### config.mk
export PLATFORM = sky130hd
export DESIGN_NAME = sensor_channel
export DESIGN_NICKNAME = d
export VERILOG_FILES = /design/src/common/sens_pkg.sv /design/src/common/sens_gamma_cfg_if.sv /design/src/hw/cmd/sens_cmd_decoder.sv /design/src/hw/gamma/sens_gamma.sv /design/src/hw/sens_pixel_pack.sv /design/src/hw/sensor_channel.sv
export SDC_FILE = /design/constraint.sdc
export NUM_CORES = 2
export LEC_CHECK = 0
export BUFFER_PORTS_ARGS = -buffer_cell sky130_fd_sc_hd__buf_2
export CAP_MARGIN = 0
export CORE_MARGIN = 5
export CORE_UTILIZATION = 26
export CTS_CLUSTER_DIAMETER = 30
export DETAILED_ROUTE_END_ITERATION = 8
export SLEW_MARGIN = 25
export SYNTH_ARGS = -nofsm -noshare
export SYNTH_HDL_FRONTEND = slang
export SYNTH_SLANG_ARGS = --single-unit
### constraint.sdc
create_clock -name mclk -period 11.5 [get_ports mclk]
set_input_delay 0.575 -clock mclk [delete_from_list [all_inputs] [get_ports mclk]]
set_output_delay 0.575 -clock mclk [all_outputs]
set_load 0.01 [all_outputs]
### src/common/sens_pkg.sv
// Sensor channel package with widths, register map, mode bits and pixel types, imported by all RTL
package sens_pkg;

    // data path widths
    localparam int PXD_W      = 12; // sensor pixel
    localparam int GAMMA_W    = 8;  // gamma output byte
    localparam int GAMMA_AW   = 8;  // 256 table entries
    localparam int DOUT_W     = 16; // packed output word
    localparam int CMD_DATA_W = 32; // command payload
    localparam int CMD_BYTES  = 6;  // AL, AH, D0..D3
    localparam int CHN_ADDR_W = 11; // compared command address bits

    // register map relative to the channel base
    localparam logic [CHN_ADDR_W-1:0] SENSOR_CTRL_RADDR = 'h000; // mode register
    localparam logic [CHN_ADDR_W-1:0] SENSOR_CTRL_MASK  = 'h7ff; // single location
    localparam logic [CHN_ADDR_W-1:0] SENS_GAMMA_RADDR  = 'h038; // gamma group 'h38..'h3b
    localparam logic [CHN_ADDR_W-1:0] SENS_GAMMA_MASK   = 'h7fc; // 4 locations
    localparam int SENS_GAMMA_CTRL      = 0; // gamma control
    localparam int SENS_GAMMA_ADDR_DATA = 1; // table address or table data

    // bit positions
    localparam int SENSOR_16BIT_BIT   = 8;  // 1 selects 16-bit bypass
    localparam int SENS_GAMMA_MODE_EN = 3;  // 1 enables the table lookup
    localparam int GAMMA_SEL_BIT      = 20; // 1 address word, 0 data word

    typedef logic [PXD_W-1:0]   pix_t;   // raw pixel
    typedef logic [GAMMA_W-1:0] gbyte_t; // gamma byte
    typedef logic [DOUT_W-1:0]  dword_t; // output word

    // one gamma register word, read either as a table address or as an entry
    typedef union packed {
        struct packed {
            logic [CMD_DATA_W-1:GAMMA_SEL_BIT+1] rsv;  // unused upper bits
            logic                                sel;  // 1 here
            logic [GAMMA_SEL_BIT-1:GAMMA_AW]     pad;  // unused
            logic [GAMMA_AW-1:0]                 addr; // new write address
        } av;
        struct packed {
            logic [CMD_DATA_W-1:GAMMA_SEL_BIT+1] rsv;   // unused upper bits
            logic                                sel;   // 0 here
            logic [GAMMA_SEL_BIT-1:GAMMA_W]      pad;   // unused
            logic [GAMMA_W-1:0]                  entry; // table byte
        } dv;
    } gamma_word_t;

endpackage

### src/common/sens_gamma_cfg_if.sv
// Gamma configuration bundle from the command decoder (ctrl) to the gamma lookup (lut)
interface sens_gamma_cfg_if;
    import sens_pkg::*;

    logic   gamma_en;    // lookup enable level
    logic   tbl_addr_we; // load table write address
    logic   tbl_data_we; // write entry, then address++
    gbyte_t tbl_wdata;   // address or entry, valid with a strobe

    modport ctrl (
        output gamma_en,
        output tbl_addr_we,
        output tbl_data_we,
        output tbl_wdata
    );

    modport lut (
        input gamma_en,
        input tbl_addr_we,
        input tbl_data_we,
        input tbl_wdata
    );

endinterface

### src/hw/cmd/sens_cmd_decoder.sv
// Byte-serial command decoder holding the mode bit and gamma control, instantiated by the channel top
module sens_cmd_decoder #(
    parameter logic [sens_pkg::CHN_ADDR_W-1:0] SENSOR_BASE_ADDR = 'h400 // 'h40 aligned channel base
) (
    input  logic           mclk,
    input  logic           rst_i,
    input  logic [7:0]     cmd_ad_i,  // AL, AH, D0..D3
    input  logic           cmd_stb_i, // high with AL
    output logic           bit16_o,   // 16-bit bypass mode
    sens_gamma_cfg_if.ctrl cfg
);
    import sens_pkg::*;

    localparam int SR_W  = 8 * CMD_BYTES;
    localparam int CNT_W = $clog2(CMD_BYTES);
    localparam logic [CHN_ADDR_W-1:0] CTRL_ADDR  = SENSOR_BASE_ADDR + SENSOR_CTRL_RADDR;
    localparam logic [CHN_ADDR_W-1:0] GAMMA_ADDR = SENSOR_BASE_ADDR + SENS_GAMMA_RADDR;

    logic [7:0]            cmd_ad_r;  // entry register
    logic                  cmd_stb_r;
    logic                  busy;      // inside a command
    logic [CNT_W-1:0]      byte_cnt;  // bytes taken so far
    logic                  cmd_done;  // full command in cmd_sr
    logic [SR_W-1:0]       cmd_sr;    // {D3,D2,D1,D0,AH,AL} when done
    logic [CHN_ADDR_W-1:0] cmd_addr;
    logic [CMD_DATA_W-1:0] cmd_data;
    gamma_word_t           gword;
    logic                  ctrl_hit;  // mode register
    logic                  gamma_hit; // anywhere in gamma group
    logic                  gctrl_we;
    logic                  gword_we;
    logic                  bit16_r;
    logic                  gamma_en_r;
    logic                  addr_we_r;
    logic                  data_we_r;
    gbyte_t                wdata_r;

    always_ff @(posedge mclk) begin
        cmd_ad_r <= cmd_ad_i;
        if (cmd_stb_r || busy) begin
            cmd_sr <= {cmd_ad_r, cmd_sr[SR_W-1:8]}; // newest byte enters at the top
        end
        if (gword_we) begin
            wdata_r <= gword.dv.entry; // entry and av.addr share the low byte
        end
    end

    always_ff @(posedge mclk or posedge rst_i) begin
        if (rst_i) begin
            cmd_stb_r <= 1'b0;
            busy      <= 1'b0;
            byte_cnt  <= '0;
            cmd_done  <= 1'b0;
        end else begin
            cmd_stb_r <= cmd_stb_i;
            cmd_done  <= 1'b0;
            if (cmd_stb_r) begin        // AL in the entry register
                busy     <= 1'b1;
                byte_cnt <= CNT_W'(1);
            end else if (busy) begin
                byte_cnt <= byte_cnt + 1'b1;
                if (byte_cnt == CNT_W'(CMD_BYTES - 1)) begin // D3 arriving
                    busy     <= 1'b0;
                    cmd_done <= 1'b1;
                end
            end
        end
    end

    assign cmd_addr  = cmd_sr[CHN_ADDR_W-1:0];        // AL plus low AH bits
    assign cmd_data  = cmd_sr[SR_W-1 -: CMD_DATA_W];
    assign gword     = cmd_data;
    assign ctrl_hit  = cmd_done && (((cmd_addr ^ CTRL_ADDR) & SENSOR_CTRL_MASK) == '0);
    assign gamma_hit = cmd_done && (((cmd_addr ^ GAMMA_ADDR) & SENS_GAMMA_MASK) == '0);
    assign gctrl_we  = gamma_hit && (cmd_addr[1:0] == 2'(SENS_GAMMA_CTRL));
    assign gword_we  = gamma_hit && (cmd_addr[1:0] == 2'(SENS_GAMMA_ADDR_DATA)); // 2, 3 ignored

    always_ff @(posedge mclk or posedge rst_i) begin
        if (rst_i) begin
            bit16_r    <= 1'b0; // 8-bit mode
            gamma_en_r <= 1'b0;
            addr_we_r  <= 1'b0;
            data_we_r  <= 1'b0;
        end else begin
            if (ctrl_hit) begin
                bit16_r <= cmd_data[SENSOR_16BIT_BIT];
            end
            if (gctrl_we) begin
                gamma_en_r <= cmd_data[SENS_GAMMA_MODE_EN];
            end
            addr_we_r <= gword_we && gword.av.sel;  // address view
            data_we_r <= gword_we && !gword.dv.sel; // data view
        end
    end

    assign bit16_o         = bit16_r;
    assign cfg.gamma_en    = gamma_en_r;
    assign cfg.tbl_addr_we = addr_we_r;
    assign cfg.tbl_data_we = data_we_r;
    assign cfg.tbl_wdata   = wdata_r;

    // a new AL must not arrive before D3 of the current command
    a_no_stb_in_cmd: assert property (@(posedge mclk) disable iff (rst_i)
        busy |-> !cmd_stb_r)
        else $error("command strobe inside a command");

endmodule

### src/hw/gamma/sens_gamma.sv
// Gamma lookup stage with a command-loaded 256-entry table, one pixel per mclk, fed by the channel top
module sens_gamma (
    input  logic            mclk,
    input  logic            rst_i,
    sens_gamma_cfg_if.lut   cfg,
    input  sens_pkg::pix_t  pxd_i,  // raw pixel
    input  logic            hact_i, // line active
    input  logic            sof_i,
    input  logic            eof_i,
    output sens_pkg::gbyte_t gpxd_o, // one cycle after pxd_i
    output logic            ghact_o,
    output logic            gsof_o,
    output logic            geof_o
);
    import sens_pkg::*;

    gbyte_t              tbl [2**GAMMA_AW]; // gamma table
    logic [GAMMA_AW-1:0] waddr;             // next entry to write
    logic [GAMMA_AW-1:0] raddr;             // pixel msbs

    assign raddr = pxd_i[PXD_W-1 -: GAMMA_AW];

    // write pointer, wraps at 256
    always_ff @(posedge mclk or posedge rst_i) begin
        if (rst_i) begin
            waddr <= '0;
        end else if (cfg.tbl_addr_we) begin
            waddr <= cfg.tbl_wdata;
        end else if (cfg.tbl_data_we) begin
            waddr <= waddr + 1'b1;
        end
    end

    always_ff @(posedge mclk) begin
        if (cfg.tbl_data_we) begin
            tbl[waddr] <= cfg.tbl_wdata;
        end
    end

    // registered lookup, or plain msbs when disabled
    always_ff @(posedge mclk) begin
        if (cfg.gamma_en) begin
            gpxd_o <= tbl[raddr];
        end else begin
            gpxd_o <= pxd_i[PXD_W-1 -: GAMMA_W];
        end
    end

    // markers follow the pixel by one cycle
    always_ff @(posedge mclk or posedge rst_i) begin
        if (rst_i) begin
            ghact_o <= 1'b0;
            gsof_o  <= 1'b0;
            geof_o  <= 1'b0;
        end else begin
            ghact_o <= hact_i;
            gsof_o  <= sof_i;
            geof_o  <= eof_i;
        end
    end

    // the decoder issues at most one table strobe per command
    a_one_strobe: assert property (@(posedge mclk) disable iff (rst_i)
        !(cfg.tbl_addr_we && cfg.tbl_data_we))
        else $error("gamma address and data strobes together");

endmodule

### src/hw/sens_pixel_pack.sv
// Output packer merging the 16-bit bypass and paired gamma bytes into words with line and frame marks
module sens_pixel_pack (
    input  logic             mclk,
    input  logic             rst_i,
    input  logic             bit16_i, // 1 bypass, 0 gamma pairs
    input  sens_pkg::pix_t   pxd_i,   // raw pixel, cycle n
    input  logic             hact_i,
    input  logic             sof_i,
    input  logic             eof_i,
    input  sens_pkg::gbyte_t gpxd_i,  // gamma byte, cycle n+1
    input  logic             ghact_i,
    input  logic             gsof_i,
    input  logic             geof_i,
    output sens_pkg::dword_t dout_o,  // cycle n+2
    output logic             dout_valid_o,
    output logic             last_in_line_o,
    output logic             sof_o,
    output logic             eof_o
);
    import sens_pkg::*;

    pix_t   bp_pxd_r;   // bypass pixel aligned with gamma stage
    logic   bp_hact_r;
    logic   bp_sof_r;
    logic   bp_eof_r;
    logic   phase_r;    // 1 while holding the first byte of a pair
    gbyte_t first_r;    // earlier byte of the pair
    dword_t word_w;
    logic   valid_w;
    logic   sof_w;
    logic   eof_w;

    assign word_w  = bit16_i ? {bp_pxd_r, {(DOUT_W - PXD_W){1'b0}}} : {gpxd_i, first_r};
    assign valid_w = bit16_i ? bp_hact_r : (ghact_i && phase_r); // 2nd of pair in 8-bit
    assign sof_w   = bit16_i ? bp_sof_r : gsof_i;
    assign eof_w   = bit16_i ? bp_eof_r : geof_i;

    always_ff @(posedge mclk) begin
        bp_pxd_r <= pxd_i;
        if (ghact_i && !phase_r) begin
            first_r <= gpxd_i;
        end
        if (valid_w) begin
            dout_o <= word_w;
        end
    end

    always_ff @(posedge mclk or posedge rst_i) begin
        if (rst_i) begin
            bp_hact_r      <= 1'b0;
            bp_sof_r       <= 1'b0;
            bp_eof_r       <= 1'b0;
            phase_r        <= 1'b0;
            dout_valid_o   <= 1'b0;
            last_in_line_o <= 1'b0;
            sof_o          <= 1'b0;
            eof_o          <= 1'b0;
        end else begin
            bp_hact_r <= hact_i;
            bp_sof_r  <= sof_i;
            bp_eof_r  <= eof_i;
            if (ghact_i) begin
                phase_r <= !phase_r; // toggles on every active pixel
            end
            dout_valid_o   <= valid_w;
            last_in_line_o <= valid_w && !hact_i; // hact_i is the following pixel
            sof_o          <= sof_w;
            eof_o          <= eof_w;
        end
    end

    // 8-bit pairs leave at most every other cycle
    a_pair_rate: assert property (@(posedge mclk) disable iff (rst_i)
        (dout_valid_o && !bit16_i) |=> !(dout_valid_o && !bit16_i))
        else $error("back-to-back valid in 8-bit mode");

endmodule

### src/hw/sensor_channel.sv
// Sensor channel top joining the command decoder, gamma lookup and output packer on mclk
module sensor_channel #(
    parameter logic [sens_pkg::CHN_ADDR_W-1:0] SENSOR_BASE_ADDR = 'h400 // channel register base
) (
    input  logic                       mclk,
    input  logic                       rst_i,
    input  logic [7:0]                 cmd_ad_i,  // byte-serial command
    input  logic                       cmd_stb_i, // with first byte
    input  logic [sens_pkg::PXD_W-1:0] pxd_i,     // sensor pixel
    input  logic                       hact_i,
    input  logic                       sof_i,
    input  logic                       eof_i,
    output logic [sens_pkg::DOUT_W-1:0] dout_o,
    output logic                       dout_valid_o,
    output logic                       last_in_line_o,
    output logic                       sof_o,
    output logic                       eof_o
);
    import sens_pkg::*;

    sens_gamma_cfg_if u_gamma_cfg ();

    logic   bit16;  // bypass mode
    gbyte_t gpxd;   // gamma path
    logic   ghact;
    logic   gsof;
    logic   geof;

    sens_cmd_decoder #(
        .SENSOR_BASE_ADDR (SENSOR_BASE_ADDR)
    ) u_cmd_decoder (
        .mclk      (mclk),
        .rst_i     (rst_i),
        .cmd_ad_i  (cmd_ad_i),
        .cmd_stb_i (cmd_stb_i),
        .bit16_o   (bit16),
        .cfg       (u_gamma_cfg)
    );

    sens_gamma u_gamma (
        .mclk    (mclk),
        .rst_i   (rst_i),
        .cfg     (u_gamma_cfg),
        .pxd_i   (pxd_i),
        .hact_i  (hact_i),
        .sof_i   (sof_i),
        .eof_i   (eof_i),
        .gpxd_o  (gpxd),
        .ghact_o (ghact),
        .gsof_o  (gsof),
        .geof_o  (geof)
    );

    sens_pixel_pack u_pixel_pack (
        .mclk           (mclk),
        .rst_i          (rst_i),
        .bit16_i        (bit16),
        .pxd_i          (pxd_i),   // raw stream, bypass side
        .hact_i         (hact_i),
        .sof_i          (sof_i),
        .eof_i          (eof_i),
        .gpxd_i         (gpxd),
        .ghact_i        (ghact),
        .gsof_i         (gsof),
        .geof_i         (geof),
        .dout_o         (dout_o),
        .dout_valid_o   (dout_valid_o),
        .last_in_line_o (last_in_line_o),
        .sof_o          (sof_o),
        .eof_o          (eof_o)
    );

endmodule

==> results.json <==
{
  "antenna_found_initial": 6,
  "rsz0062_at_grt": "no",
  "wl_per_cell_um": 24.43,
  "power.total_w": 0.02192,
  "syn_nets": 4069,
  "dieArea_um2": 334300,
  "synth_edf_count": 2128,
  "place_area_um2": 89020,
  "fmax_ghz": 0.2339,
  "drtIter0Drc": 5056,
  "hold_depth": 1,
  "power_density_nw_per_um2": 210.6,
  "numPortBuffers": 45,
  "vias": 43250,
  "route.final.wire_length_um": 221500,
  "leakage_nw": 32.99,
  "synth_flop_cell": "edfxtp_1",
  "ioPinCount": 46,
  "globalplace.congestion": 0.8009,
  "grt_use_total_pct": 12.88,
  "grt_pass1_wl_um": 318700,
  "status": "finished clean",
  "arrival_ns": 5.03,
  "first_global_vias": 44140,
  "synth.distinct_cells": 69,
  "routed_via_density": 4.770,
  "final_cells": 9067,
  "core_um2": 321100,
  "setup-tns-final_ns": 0,
  "period_needed_ns": 4.275,
  "area_growth_pct": 24.02,
  "peakVddDrop_uv": 191.8,
  "cts_buffer_depth": 4,
  "finalHoldViolCount": 0,
  "synth_cells": 4037,
  "firstDrtPassIters": 6,
  "syn_area_um2": 83930,
  "chipHeight_um": 578.2,
  "cp.required_ns": 12.26,
  "clk_pin_slew_worst_paths_ns": 0.05,
  "async_reset_ff_share_pct": 1.192,
  "synth-seq-area-share_pct": 77.58,
  "drc": 0,
  "critical_path_class": "in -> reg",
  "synth.most_common_cell": "edfxtp_1",
  "clock-sinks": 2182,
  "synth_top_cell_area_share_pct": 76.14,
  "hold_end": "u_pixel_pack.bp_pxd_r[4]$_DFF_P_",
  "htree_levels": 5,
  "die_w_um": 578.2,
  "hp-start": "pxd_i[4]",
  "ys_top_cells_by_count": "2128 x edfxtp_1, 437 x mux4_2, 300 x nor2_1",
  "setup_viol": 0,
  "synth_top_cell_by_area": "edfxtp_1",
  "critPathLaunchType": "input pin",
  "ff2ff_setup_slack_ns": 7.94,
  "insertion_delay_ns": 0.96,
  "cp_max_fo": 89,
  "slew_headroom_pct": 24.79,
  "synth.area.top_cells": "edfxtp_1 76%, mux4_2 12%, mux2i_1 2.2%",
  "ctsResizeCount": 0,
  "final_area_um2": 104100,
  "fin_util_pct": 32.41,
  "grt.overflow.total": 0,
  "finClkSkew_ns": 0.08992,
  "end_kind": "flip-flop",
  "grt_max_degree": 214,
  "drv_slew": 0,
  "fp-row-count": 208,
  "synth_seq_cells": 2182,
  "cts_root_buf": "clkbuf_16",
  "postCtsSetupRepairBufs": 0,
  "worst_pin_slew_ns": 1.127,
  "cts_tree": "yes",
  "ff2ff_path_depth": 3,
  "numCtsBuffers": 443,
  "ant_nets": 0,
  "hpwl_um": 128700,
  "hold_buffers": 18,
  "nets": 4432,
  "yosys_warnings": 0,
  "fin_crit_sh_pct": 37.17,
  "dp_cells": 8240,
  "start_util_pct": 26.13,
  "hp-class": "in -> reg",
  "nFillCells": 30270,
  "r2r-start": "u_gamma.waddr[2]$_DFFE_PP0P_",
  "avgSynthCellArea_um2": 20.79,
  "maxCapViolCount": 0,
  "r2r-end": "u_gamma.tbl[213][5]$_DFFE_PP_",
  "final_layout_size_suffix_gt1_share_pct": 27.52
}
## layout make-up
cell class | instances | area (µm²) | area share, %
Inverter | 9 | 35.03 | 0.03366
Multi-Input combinational cell | 1613 | 17500 | 16.81
Clock inverter | 290 | 3292 | 3.163
Antenna cell | 2 | 5.005 | 0.004808
Sequential cell | 2182 | 65110 | 62.55
Tap cell | 4305 | 5386 | 5.175
Clock buffer | 515 | 11510 | 11.06
Timing Repair Buffer | 151 | 1246 | 1.197
## stage by stage
stage | setup slack [ns] | hold slack (ns)
after floorplan | 7.436 | 0.3312
after global placement | 6.137 | 0.3328
after detailed placement | 6.351 | 0.3387
after CTS | 7.271 | 0.04120
after global routing | 7.081 | 0.05555
final | 7.225 | 0.07350
## report_power, final
| group | internal (W) | leakage (nW) | total [W] | switching (W) |
|---|---|---|---|---|
| combinational | 0.000244 | 6.11 | 0.000629 | 0.000385 |
| clock | 0.00848 | 7.11 | 0.0125 | 0.00406 |
| sequential | 0.00872 | 19.8 | 0.00876 | 0.0000346 |
## layout by cell type (no fill, tap or decap), drive strengths merged, types with 19 or more instances in the layout
| master | synthesis | layout |
|---|---|---|
| edfxtp | 2128 | 2128 |
| clkbuf | 101 | 515 |
| mux4 | 442 | 442 |
| nor2 | 301 | 301 |
| mux2i | 181 | 181 |
| clkinv | 2 | 162 |
| buf | 132 | 133 |
| a22oi | 104 | 104 |
| nand2 | 88 | 88 |
| bufinv | 0 | 61 |
| a21oi | 57 | 57 |
| nand3 | 53 | 53 |
| clkinvlp | 0 | 50 |
| o22ai | 42 | 42 |
| o21ai | 36 | 36 |
| nor3 | 34 | 34 |
| o221ai | 29 | 29 |
| dfxtp | 28 | 28 |
| dfrtp | 26 | 26 |
| inv | 7 | 26 |
| nor2b | 23 | 23 |
| a211oi | 21 | 21 |
| mux2 | 20 | 20 |
| nand4 | 19 | 19 |
## cell families (layout without fill, tap and decap cells)
kind of cell / count (synthesis) / count (layout) / share of synthesized area (%)
flip-flops: 2182 / 2182 / 77.58
multiplexers: 643 / 643 / 14.31
AND/OR/NAND/NOR: 573 / 573 / 3.001
AO/OA/AOI/OAI: 381 / 381 / 3.217
buffers and inverters: 242 / 965 / 1.695
XOR/XNOR: 10 / 10 / 0.1044
adder cells (fa/ha/maj): 6 / 6 / 0.08945
other: 0 / 2 / 0
## routing by layer
metal  GRT usage (%)  vias to the layer above  routed length [µm]  part of all wire [%]
met4           4.935                        2                8155                   3.7
met2           20.19                     2175              104200                    47
met5               0                        -                  10                0.0045
met1           17.43                    22940               89870                    41
li1                -                    17710                   -                     -
met3           2.980                      429               19260                   8.7
## flip-flops by register name (all words and copies together), names as in the netlist, 3 cells and up
register / count
u_cmd_decoder.byte_cnt: 3
u_cmd_decoder.cmd_sr: 48
u_gamma.tbl: 2048
u_cmd_decoder.cfg.tbl_wdata: 8
u_cmd_decoder.cmd_ad_r: 8
u_gamma.gpxd_o: 8
u_pixel_pack.dout_o: 16
u_gamma.waddr: 8
u_pixel_pack.first_r: 8
u_pixel_pack.bp_pxd_r: 12
## worst max path at each step
stage                                              from                          end  depth (start not counted)  slack (ns)
3_5_place_dp                                   pxd_i[5]    u_gamma.gpxd_o[7]$_DFF_P_                          9        6.35
4_1_cts                                        pxd_i[5]    u_gamma.gpxd_o[7]$_DFF_P_                          9        7.27
6_report                                       pxd_i[5]    u_gamma.gpxd_o[7]$_DFF_P_                          9        7.23
2_1_floorplan  u_cmd_decoder.cfg.tbl_wdata[0]$_DFFE_PP_  u_gamma.tbl[0][0]$_DFFE_PP_                          0        7.44
3_3_place_gp                                   pxd_i[4]    u_gamma.gpxd_o[7]$_DFF_P_                          8        6.14
5_1_grt                                        pxd_i[5]    u_gamma.gpxd_o[7]$_DFF_P_                          9        7.08
## critical path, stage by stage
cell and delay (ns):
buf_8 0.57, buf_4 0.87, buf_4 0.69, mux4_2 0.41
a22o_1 0.25, a221oi_1 0.63, o22ai_1 0.20, nor3_1 0.47
o22ai_1 0.18
Power figures use the tool's default switching activity.
